$ cat config.mk
export PLATFORM = sky130hd
export DESIGN_NAME = rsa_key_regs
export DESIGN_NICKNAME = d
export VERILOG_FILES = /design/src/rsa_pkg.sv /design/src/rsa_key_regs.sv
export SDC_FILE = /design/constraint.sdc
export NUM_CORES = 1
export LEC_CHECK = 0
export BUFFER_PORTS_ARGS = -buffer_cell sky130_fd_sc_hd__buf_4
export CAP_MARGIN = 15
export CORE_AREA = 2 2 399 401
export DETAILED_ROUTE_END_ITERATION = 6
export DIE_AREA = 0 0 401 403
export GPL_ROUTABILITY_DRIVEN = 0
export PLACE_DENSITY = 0.3
export SKIP_LAST_GASP = 1
export SYNTH_ARGS = -nofsm -noshare
export SYNTH_HDL_FRONTEND = slang
export SYNTH_SLANG_ARGS = --single-unit
$ cat constraint.sdc
create_clock -name i_clk -period 16.66 [get_ports i_clk]
set_input_delay 3.332 -clock i_clk [delete_from_list [all_inputs] [get_ports i_clk]]
set_output_delay 3.332 -clock i_clk [all_outputs]
set_load 0.02 [all_outputs]
$ cat src/rsa_pkg.sv
`default_nettype none

package rsa_pkg;

	// key width used when no override is given
	localparam int DEFAULT_WIDTH = 256;

	// exponentiation controller
	typedef enum logic [2:0] {
		CORE_IDLE,
		CORE_PREP,     // mapping text into montgomery domain
		CORE_PREMONT,  // issue multiplier starts
		CORE_MONT,     // wait for multipliers
		CORE_CALC      // take results, next bit
	} core_state_e;

	// serial arithmetic units
	typedef enum logic [1:0] {
		UNIT_IDLE,
		UNIT_RUN,
		UNIT_DONE
	} unit_state_e;

endpackage

`default_nettype wire

$ cat src/rsa_key_regs.sv
`timescale 1ns/100ps
`default_nettype none

module rsa_key_regs #(
	parameter int WIDTH = rsa_pkg::DEFAULT_WIDTH
) (
	input  wire              i_clk,
	input  wire              i_rst,
	input  wire              i_key_load,
	input  wire [WIDTH-1:0]  i_n,
	input  wire [WIDTH-1:0]  i_d,
	input  wire              i_busy,
	output logic [WIDTH-1:0] o_n,
	output logic [WIDTH-1:0] o_d
);

	logic [WIDTH-1:0] n_r;
	logic [WIDTH-1:0] d_r;
	logic             load_ok;

	// key stays fixed for the whole run
	assign load_ok = i_key_load && !i_busy;

	always_ff @(posedge i_clk or posedge i_rst) begin
		if (i_rst) begin
			n_r <= '0;
			d_r <= '0;
		end else if (load_ok) begin
			n_r <= i_n;
			d_r <= i_d;
		end
	end

	assign o_n = n_r;
	assign o_d = d_r;

endmodule

`default_nettype wire

==> summary.txt, run 1 <==
STA
  – Final period util: between 30% and 40%
  – Min Tclk post-route: 6.60 ns
  – Count of final hold-check violations: 0
  – Skew final: 0 ns
  – Setup violations, final: 0
  – Slew of the pin with the lowest slew margin: around 1.1 ns
  – TNS Setup: 0 ns
  – RSZ-0062 raised after global routing: no
  – Max transition margin: ~28%
  – Hold WS: just over 0.5 ns
  – Fmax: approximately 0.15 GHz
  – Pins Over Slew Limit: 0

Place
  – Placed insts: approximately 4,100
  – DP HPWL: approximately 63 mm
  – I/O Buffers: ~1,000

Yosys
  – Post-synth top area share: between 50% and 60%
  – Most frequent cell after synthesis: dfrtp_1
  – Synth area leader: dfrtp_1
  – Syn Area/Cell: approximately 20 um^2
  – Syn_nets: about 1,600
  – Synth Warn #: 0
  – Post-Synthesis Cell Area: approximately 21,000 um^2
  – Synth Flop Type: dfrtp_1
  – Post-synth ARST share: between 90% and 100%
  – Synth unique cells: 9
  – Most common library cells after synthesis: dfrtp_1 (512), mux2_4 (480), buf_12 (44)
  – Area contributors post-synth: dfrtp_1 (60%), mux2_4 (34%), buf_12 (4.1%), mux2_2 (1.7%), buf_6 (0.47%)
  – Post-synthesis sequential area ratio: approximately three fifths
  – Gate Count Post-Synth: approximately 1,100
  – Number of synthesized flops with an enable pin: 0
  – Synth Register Bits: slightly above 500

Clocking
  – Worst-skew pair later-pin latency: around 0.63 ns
  – Hold Buf Count CTS: 0
  – Maximum root-to-sink buffer count: 3
  – Post_cts resized: 0
  – TritonCTS clock tree: done
  – Post CTS Setup Buffer Count: 0
  – Root Buffer: clkbuf_16
  – H-Tree Depth: 3
  – Clk slew on worst S/H paths: 0.06 ns
  – # clock sinks: approximately 510
  – TritonCTS Buffers: approximately 70

Global routing
  – Largest net degree at the start of global routing: ~140
  – Tot GR Track Use: about a tenth
  – Vias in the first global route: approximately 15,000
  – GR Overflow Total: 0
  – Initial antenna violation count: 8
  – First-pass GRT wire length: 118 mm

Cells and area
  – Register Area: around 13,000 um^2
  – Area growth from synthesis to final layout: 55.1%
  – Layout cells sized above 1: 75.9%
  – Fillers: between 15,000 and 20,000
  – Multi-input logic area: ~7600 um^2
  – Post-layout nets: around 2,700
  – Finished Layout Cells: roughly 4,300

Drt
  – DR DRC count: 0
  – Routed WL: approximately 84 mm
  – Pre-antenna DRT Iters: 4
  – DR vias/cell: 3.15
  – DR vias: 13,500
  – Iter 0 DRT Violations: ~460
  – ANT nets after route: 0
  – Wire length per cell: roughly 20 um

Floorplanning
  – Initial Util: between 10% and 20%
  – Core Region: 157,000 um^2
  – Row count: about 150
  – Number of top-level pins: a little over 1,000
  – Full die area: roughly 160,000 um^2
  – Die width: roughly 400 um
  – Die Height: between 400 and 500 um

Worst setup path
  – Buf/Inv on CP: 4
  – R2R Setup Slk: around 16 ns
  – Setup CP Type: input pin to register
  – Worst path max stage delay: approximately 0.81 ns
  – Slowest cell on the critical path: buf_4
  – Family with the most delay on the worst path: buffers and inverters
  – Crit path cell chain: buf_4, nor2b_4, buf_4, buf_12, buf_12, mux2_2
  – Worst EP arrival: about 7.1 ns
  – CP Max Fanout: roughly 120
  – Required time worst endpoint: 17.16 ns
  – CP startpoint kind: input pin
  – CP endpoint kind: register

Power
  – Peak VDD IR: roughly 59 uV
  – Power Dens Cells: around 130 nW/um^2
  – Leak: about 16 nW

Worst hold path
  – Hold crit path type: register to register

Run status
  – Status: complete, no violations

Job
  – Max-Cap Viols: 0
==> worst paths after layout <==
path                                   endpoint            startpoint  depth (start not counted)
setup / recovery           o_d[229]$_DFFE_PP0P_                i_busy                          6
hold / removal             o_d[223]$_DFFE_PP0P_  o_d[223]$_DFFE_PP0P_                          1
setup reg to reg           o_d[112]$_DFFE_PP0P_  o_d[112]$_DFFE_PP0P_                          1
hold reg to reg            o_d[223]$_DFFE_PP0P_  o_d[223]$_DFFE_PP0P_                          1
max in group asynchronous  o_n[212]$_DFFE_PP0P_                 i_rst                          5
min in group asynchronous   o_n[20]$_DFFE_PP0P_                 i_rst                          2
==> metal layers <==
layer | global-route usage [%] | share of wire, %
met1 | 10.2 | 35
met2 | 18.2 | 53
met3 | 4.46 | 8.8
met4 | 3.38 | 2.8
met5 | 0 | 0.073
==> cells by family after synthesis <==
logic type    Yosys count  synth area share [%]
mux                   512                  35.3
simple gates            1                0.0643
buf+inv                58                  4.75
flops                 512                  59.8
==> cells in the final DEF, fill, tap and decap left out, types with 5 or more instances in the layout <==
| cell | instances |
|---|---|
| mux2_2 | 32 |
| clkbuf_8 | 17 |
| dfrtp_1 | 512 |
| mux2_4 | 480 |
| clkbuf_16 | 71 |
| clkbuf_1 | 16 |
| buf_4 | 1035 |
| clkinv_2 | 13 |
| buf_12 | 5 |
==> final cells by class <==
type / count / share of cell area, %
sequential: 512 / 38.6
inverter: 1 / 0.0226
clock buffer: 104 / 6.24
antenna: 4 / 0.0302
multi-input combinational: 513 / 22.8
timing repair buffer: 1040 / 23.7
clock inverter: 23 / 0.761
tap: 2072 / 7.81
==> state kept, by name, indices dropped and copies added (netlist names) <==
| signal | count |
|---|---|
| o_d | 256 |
| o_n | 256 |
==> per-stage QoR <==
step	setup slack, ns	utilization, %	instance area, um^2	power [mW]
floorplan	6.38	-	21400	2.13
global placement	9.61	19.6	30900	2.65
detailed placement	9.50	19.6	30900	2.65
CTS	10.25	21.1	33200	4.26
global route	10.01	21.1	33200	4.35
finish	10.06	21.1	33200	4.15
==> power breakdown <==
group	switching [mW]	leakage, nW	internal, mW	total (mW)
sequential	0.117	6.01	1.43	1.55
combinational	0.502	8.75	0.559	1.06
clock	0.618	1.15	0.924	1.54
No activity file was read; power rests on OpenSTA's default activity.
==> run 2: changes to the inputs <==
- ABC_AREA: unset -> 1
- CORE_AREA: 2 2 399 401 -> 2 2 404 406
- DIE_AREA: 0 0 401 403 -> 0 0 406 408
- clock period: 16.66 -> 6.09 ns (I/O delays scaled with it)
==> summary.txt, run 2 <==
Run status
  – Status: complete, no violations

Drt
  – DR vias: 19,200 (+42%)
  – Iter 0 DRT Violations: 1,058 (+130%)
  – Wire length per cell: 21.2 um (+7.9%)
  – ANT nets after route: 0 (unchanged)
  – DR vias/cell: 3.53 (+12%)
  – Routed WL: 115 mm (+37%)
  – DR DRC count: 0 (unchanged)
  – Pre-antenna DRT Iters: 5 (+1)

Floorplanning
  – Row count: 148 (+1.4%)
  – Number of top-level pins: 1,028 (unchanged)
  – Initial Util: 12.5% (-1.1 points)
  – Core Region: 162,000 um^2 (+2.7%)
  – Die width: 406 um (+1.2%)
  – Full die area: 166,000 um^2 (+2.5%)
  – Die Height: 408 um (+1.2%)

Clocking
  – Hold Buf Count CTS: 0 (unchanged)
  – TritonCTS Buffers: 75 (+5.6%)
  – Post CTS Setup Buffer Count: 0 (unchanged)
  – Root Buffer: clkbuf_16
  – Worst-skew pair later-pin latency: 0.67 ns (+0.04 ns)
  – H-Tree Depth: 3 (unchanged)
  – Clk slew on worst S/H paths: 0.06 ns (about the same)
  – Post_cts resized: 0 (unchanged)
  – # clock sinks: 512 (unchanged)
  – TritonCTS clock tree: done
  – Maximum root-to-sink buffer count: 3 (unchanged)

Yosys
  – Gate Count Post-Synth: 2,220 (+100%)
  – Number of synthesized flops with an enable pin: 0 (unchanged)
  – Syn Area/Cell: 9.07 um^2 (-54%)
  – Synth Warn #: 0 (unchanged)
  – Synth unique cells: 11 (+2)
  – Post-synth top area share: 63.6% (+3.8 points)
  – Synth area leader: dfrtp_1
  – Synth Register Bits: 512 (unchanged)
  – Post-synthesis sequential area ratio: 63.6% (+3.8 points)
  – Post-Synthesis Cell Area: 20,100 um^2 (-5.9%)
  – Area contributors post-synth: dfrtp_1 (64%), nand2_1 (19%), nand3_1 (13%), buf_2 (3.6%), buf_4 (0.56%)
  – Most frequent cell after synthesis: nand2_1
  – Syn_nets: 2,736 (+71%)
  – Synth Flop Type: dfrtp_1
  – Most common library cells after synthesis: nand2_1 (1,024), dfrtp_1 (512), nand3_1 (512)
  – Post-synth ARST share: 100% (unchanged)

Cells and area
  – Post-layout nets: 3,700 (+39%)
  – Finished layout cell area: 32,600 um^2 (-1.7%)
  – Highest-count cells in the layout ignoring fill and taps: buf_4 (1,043), nand2_1 (1,024), nand3_1 (512), dfrtp_1 (512), clkbuf_16 (75)
  – Layout cells sized above 1: 36.3% (-40 points)
  – Area growth from synthesis to final layout: 62.0%
  – Fillers: 18,100 (+7.7%)
  – Commonest non-fill, non-tap cell in the layout: buf_4

Worst setup path
  – CP startpoint kind: input pin
  – R2R depth: 2 (+1)
  – Required time worst endpoint: 6.61 ns (-10.55 ns)
  – Setup CP Type: input pin to register
  – CP Max Fanout: 145 (+26%)
  – CP endpoint kind: register
  – Worst EP arrival: 3.30 ns (-3.80 ns)

STA
  – Pins Over Slew Limit: 0 (unchanged)
  – Setup violations, final: 0 (unchanged)
  – Slew of the pin with the lowest slew margin: 1.05 ns (-0.0228 ns)
  – Final period util: a little under half
  – Count of final hold-check violations: 0 (unchanged)
  – RSZ-0062 raised after global routing: no
  – Max transition margin: 30.0% (+1.5 points)
  – Skew final: 0 ns (unchanged)
  – TNS Setup: 0 ns (unchanged)
  – Min Tclk post-route: 2.78 ns
  – Fmax: roughly 0.36 GHz

Job
  – Max-Cap Viols: 0 (unchanged)

Global routing
  – Tot GR Track Use: 13.5% (+3.4 points)
  – Initial antenna violation count: 13 (+5)
  – Largest net degree at the start of global routing: 147 (+2.1%)
  – GR Overflow Total: 0 (unchanged)
  – Vias in the first global route: 19,900 (+29%)
  – First-pass GRT wire length: 159 mm (+35%)

Place
  – Cell Area, Placed: 30,100 um^2 (-2.6%)
  – DP HPWL: 85.1 mm (+34%)
  – I/O Buffers: 1,027 (unchanged)

Power
  – Power Dens Cells: 340 nW/um^2 (+170%)
  – Peak VDD IR: 179 uV (+200%)
  – Total power: 11.1 mW (+170%)
  – Leak: 17.2 nW (+7.9%)

Worst hold path
  – Hold crit path type: register to register
  – Hold Path Stages: 2 (+1)
[run 2: path summary, 6_finish.rpt]
check	startpoint	to	slack [ns]
setup / recovery	i_busy	o_n[136]$_DFFE_PP0P_	3.31
hold / removal	o_d[224]$_DFFE_PP0P_	o_d[224]$_DFFE_PP0P_	0.47
setup reg to reg	o_n[188]$_DFFE_PP0P_	o_n[188]$_DFFE_PP0P_	5.29
hold reg to reg	o_d[224]$_DFFE_PP0P_	o_d[224]$_DFFE_PP0P_	0.47
max in group asynchronous	i_rst	o_n[223]$_DFFE_PP0P_	3.99
min in group asynchronous	i_rst	o_d[222]$_DFFE_PP0P_	0.64
[run 2: per-layer routing]
| layer | track usage, % | vias to the layer above | wire length, um |
|---|---|---|---|
| met5 | 0 | - | 71 |
| met4 | 5.08 | 10 | 4280 |
| met3 | 5.03 | 147 | 9840 |
| met2 | 22.7 | 626 | 56200 |
| met1 | 15.4 | 9278 | 44700 |
| li1 | - | 9093 | - |
[run 2: cell families (layout without fill, tap and decap cells)]
kind of cell / count (synthesis) / after routing / share of synthesized area [%]
and+or+nand+nor: 1537 / 1537 / 31.9
buffers and inverters: 171 / 1195 / 4.50
DFF: 512 / 512 / 63.6
other: 0 / 7 / 0
[run 2: area by class of cell]
class                      instances  area [um^2]  share of cell area (%)
antenna                            7         17.5                  0.0537
clock buffer                     118         2270                    6.95
clock inverter                    19          295                   0.905
inverter                           2         18.8                  0.0575
multi-input combinational       1537         6430                    19.7
sequential                       512        12800                    39.2
tap                             2175         2720                    8.34
timing repair buffer            1056         8090                    24.8
[run 2: worst max-delay path: stages]
cell     delay (ns)
buf_4          0.13
inv_8          0.39
nand2_8        0.53
buf_12         0.44
nand2_1        0.19
nand2_1        0.06
[run 2: metrics by stage]
| stage | setup WS (ns) | utilization [%] | hold slack (ns) | cells |
|---|---|---|---|---|
| after floorplan | -2.08 | - | 0.578 | 2220 |
| after global placement | 2.68 | 18.6 | 0.455 | 5282 |
| after detailed placement | 2.73 | 18.6 | 0.459 | 5282 |
| after CTS | 3.39 | 20.2 | 0.473 | 5419 |
| after global routing | 3.26 | 20.2 | 0.485 | 5421 |
| final | 3.31 | 20.2 | 0.467 | 5426 |
[run 2: where the power goes]
part | switching, mW | total (mW) | internal (mW)
combinational | 1.49 | 2.44 | 0.949
clock | 1.85 | 4.57 | 2.72
sequential | 0.272 | 4.10 | 3.83
==> run 3: changes to the inputs <==
- clock period: 6.09 -> 2.9 ns (I/O delays scaled with it)
==> summary.txt, run 3 (synthesis results as in run 2) <==
Floorplanning
  – Core Region: 162,000 um^2 (unchanged)
  – Number of top-level pins: 1,028 (unchanged)
  – Initial Util: 12.5% (unchanged)
  – Full die area: 166,000 um^2 (unchanged)
  – Die width: 406 um (unchanged)
  – Row count: 148 (unchanged)
  – Die Height: 408 um (unchanged)

Power
  – Power Dens Cells: 707 nW/um^2 (+110%)
  – Flop pwr share: 36.8% (about the same)
  – Leak: 17.4 nW (+1.3%)
  – Peak VDD IR: 429 uV (+140%)
  – Sw Pwr: 7.66 mW (+110%)
  – Part of the power in the clock network: 40.9% (-0.2 points)
  – Sw Share: 32.7% (+0.21 points)
  – Logic gate share of total power: 22.4% (+0.4 points)
  – Internal: 15.7 mW (+110%)

Cells and area
  – Layout cells sized above 1: 37.0% (+0.77 points)
  – Area growth from synthesis to final layout: 64.2%
  – Highest-count cells in the layout ignoring fill and taps: buf_4 (1,067), nand2_1 (1,024), nand3_1 (512), dfrtp_1 (512), clkbuf_16 (75)
  – Layout Utilization: 20.5% (+0.27 points)
  – Commonest non-fill, non-tap cell in the layout: buf_4
  – Finished layout cell area: 33,100 um^2 (+1.3%)
  – Post-layout nets: 3,737 (+1.0%)

Global routing
  – Initial antenna violation count: 20 (+7)
  – First-pass GRT wire length: 162 mm (+2.3%)
  – Tot GR Track Use: 13.8% (+0.30 points)
  – Vias in the first global route: 20,300 (+2.4%)
  – GR Overflow Total: 0 (unchanged)
  – Largest net degree at the start of global routing: 110 (-25%)

STA
  – Fmax: approximately 0.5 GHz
  – Final period util: approximately 68%
  – Min Tclk post-route: approximately 2.0 ns
  – Hold WS: 0.118 ns (-0.348 ns)
  – Pins Over Slew Limit: 0 (unchanged)
  – Setup violations, final: 0 (unchanged)
  – Max transition margin: 52.5% (+23 points)
  – Skew final: 0 ns (unchanged)
  – Fin worst setup slack: 0.914 ns (-2.39 ns)
  – Slew of the pin with the lowest slew margin: 0.713 ns (-0.338 ns)
  – RSZ-0062 raised after global routing: no
  – Count of final hold-check violations: 0 (unchanged)

Drt
  – ANT nets after route: 0 (unchanged)
  – Routed WL: 117 mm (+2.1%)
  – Pre-antenna DRT Iters: 5 (unchanged)
  – Iter 0 DRT Violations: 1,056 (-0.19%)
  – DR DRC count: 0 (unchanged)
  – DR vias: 19,400 (+1.2%)
  – DR vias/cell: 3.55 (+0.56%)
  – Wire length per cell: 21.5 um (+1.4%)

Worst setup path
  – CP startpoint kind: register
  – CP endpoint kind: output port
  – Family with the most delay on the worst path: flip-flops
  – CP Max Fanout: 2 (-99%)
  – Worst path max stage delay: 0.50 ns (-0.03 ns)
  – R2R Path End: o_n[188]$_DFFE_PP0P_
  – Reg2reg start: o_n[188]$_DFFE_PP0P_
  – Required time worst endpoint: 2.32 ns (-4.29 ns)
  – Setup CP Type: register to output port
  – Crit path cell chain: buf_4
  – R2R Setup Slk: 2.15 ns (-3.14 ns)
  – Slowest cell on the critical path: dfrtp_1
  – Worst EP arrival: 1.41 ns (-1.89 ns)
  – R2R depth: 2 (unchanged)
  – Buf/Inv on CP: 1 (-2)

Clocking
  – H-Tree Depth: 3 (unchanged)
  – # clock sinks: 512 (unchanged)
  – Post_cts resized: 0 (unchanged)
  – Worst-skew pair later-pin latency: 0.65 ns (-0.02 ns)
  – Root Buffer: clkbuf_16
  – Maximum root-to-sink buffer count: 3 (unchanged)
  – Clk slew on worst S/H paths: 0.06 ns (about the same)
  – TritonCTS clock tree: done
  – TritonCTS Buffers: 75 (unchanged)

Job
  – Max-Cap Viols: 0 (unchanged)

Place
  – I/O Buffers: 1,027 (unchanged)
  – DP HPWL: 89.7 mm (+5.5%)
  – Dpl ws: 0.712 ns (-2.02 ns)
  – Cell Area, Placed: 30,500 um^2 (+1.4%)

Worst hold path
  – Hold Path Stages: 3 (+1)
  – WHS Endpoint: o_n[5]$_DFFE_PP0P_
  – Worst min-delay path startpoint: i_n[5]
  – Hold crit path type: input pin to register

Run status
  – Status: complete, no violations
run 3: cell count changes in the layout (fill, tap and decap cells not counted), sizes merged, moves of 2 or more:
cell / previous run / this run
buf: 1056 / 1092
clkinv: 8 / 22
clkbuf: 118 / 105
inv: 9 / 3
bufinv: 3 / 5
run 3: routing by layer:
| metal | share of wire (%) | global-route usage [%] |
|---|---|---|
| met1 | 39 | 15.5 |
| met2 | 49 | 23.4 |
| met3 | 8.6 | 5.33 |
| met4 | 3.3 | 5.04 |
| met5 | 0.088 | 0 |
run 3: through the flow:
| step | TNS (ns) | power (mW) | cells |
|---|---|---|---|
| after floorplan | -2371.75 | 10.9 | 2220 |
| after global placement | 0 | 14.1 | 5318 |
| after detailed placement | 0 | 14.1 | 5318 |
| after CTS | 0 | 24.0 | 5454 |
| after global routing | 0 | 24.7 | 5460 |
| final | 0 | 23.4 | 5462 |
run 3: worst max-delay path by stage:
stage                     slack [ns]                  from  cells after the start              endpoint
after floorplan                -4.63                 i_rst                      1    o_d[0]$_DFFE_PP0P_
after detailed placement        0.71                i_busy                      6  o_n[237]$_DFFE_PP0P_
final                           0.91  o_n[189]$_DFFE_PP0P_                      1              o_n[189]
after global placement          0.73                i_busy                      6  o_d[206]$_DFFE_PP0P_
after global routing            0.84  o_n[188]$_DFFE_PP0P_                      1              o_n[188]
after CTS                       0.82  o_n[188]$_DFFE_PP0P_                      1              o_n[188]
run 3: layout make-up:
| class | instances | area, um^2 |
|---|---|---|
| multi-input combinational | 1537 | 6430 |
| clock buffer | 105 | 2130 |
| sequential | 512 | 12800 |
| antenna | 8 | 20.0 |
| timing repair buffer | 1093 | 8520 |
| fill | 18100 | 129000 |
| clock inverter | 30 | 440 |
| inverter | 2 | 18.8 |
| tap | 2175 | 2720 |
run 3: timing repair:
action / 4_1_cts / 5_1_grt
hold buffers: 1 / 0
endpoints found under the hold margin: 5 / 0
buffers inserted: 0 / 0
run 3: worst min-delay path: stages:
cell     delay (ns)
buf_4          0.08
nand3_1        0.06
nand2_1        0.06
run 3: power groups by stage:
stage	sequential [mW]	clock, mW	combinational [mW]
after detailed placement	8.71	0	5.40
after global routing	8.72	10.3	5.64
after CTS	8.61	10.0	5.40
after global placement	8.72	0	5.39
after floorplan	9.75	0	1.17
final	8.60	9.57	5.23
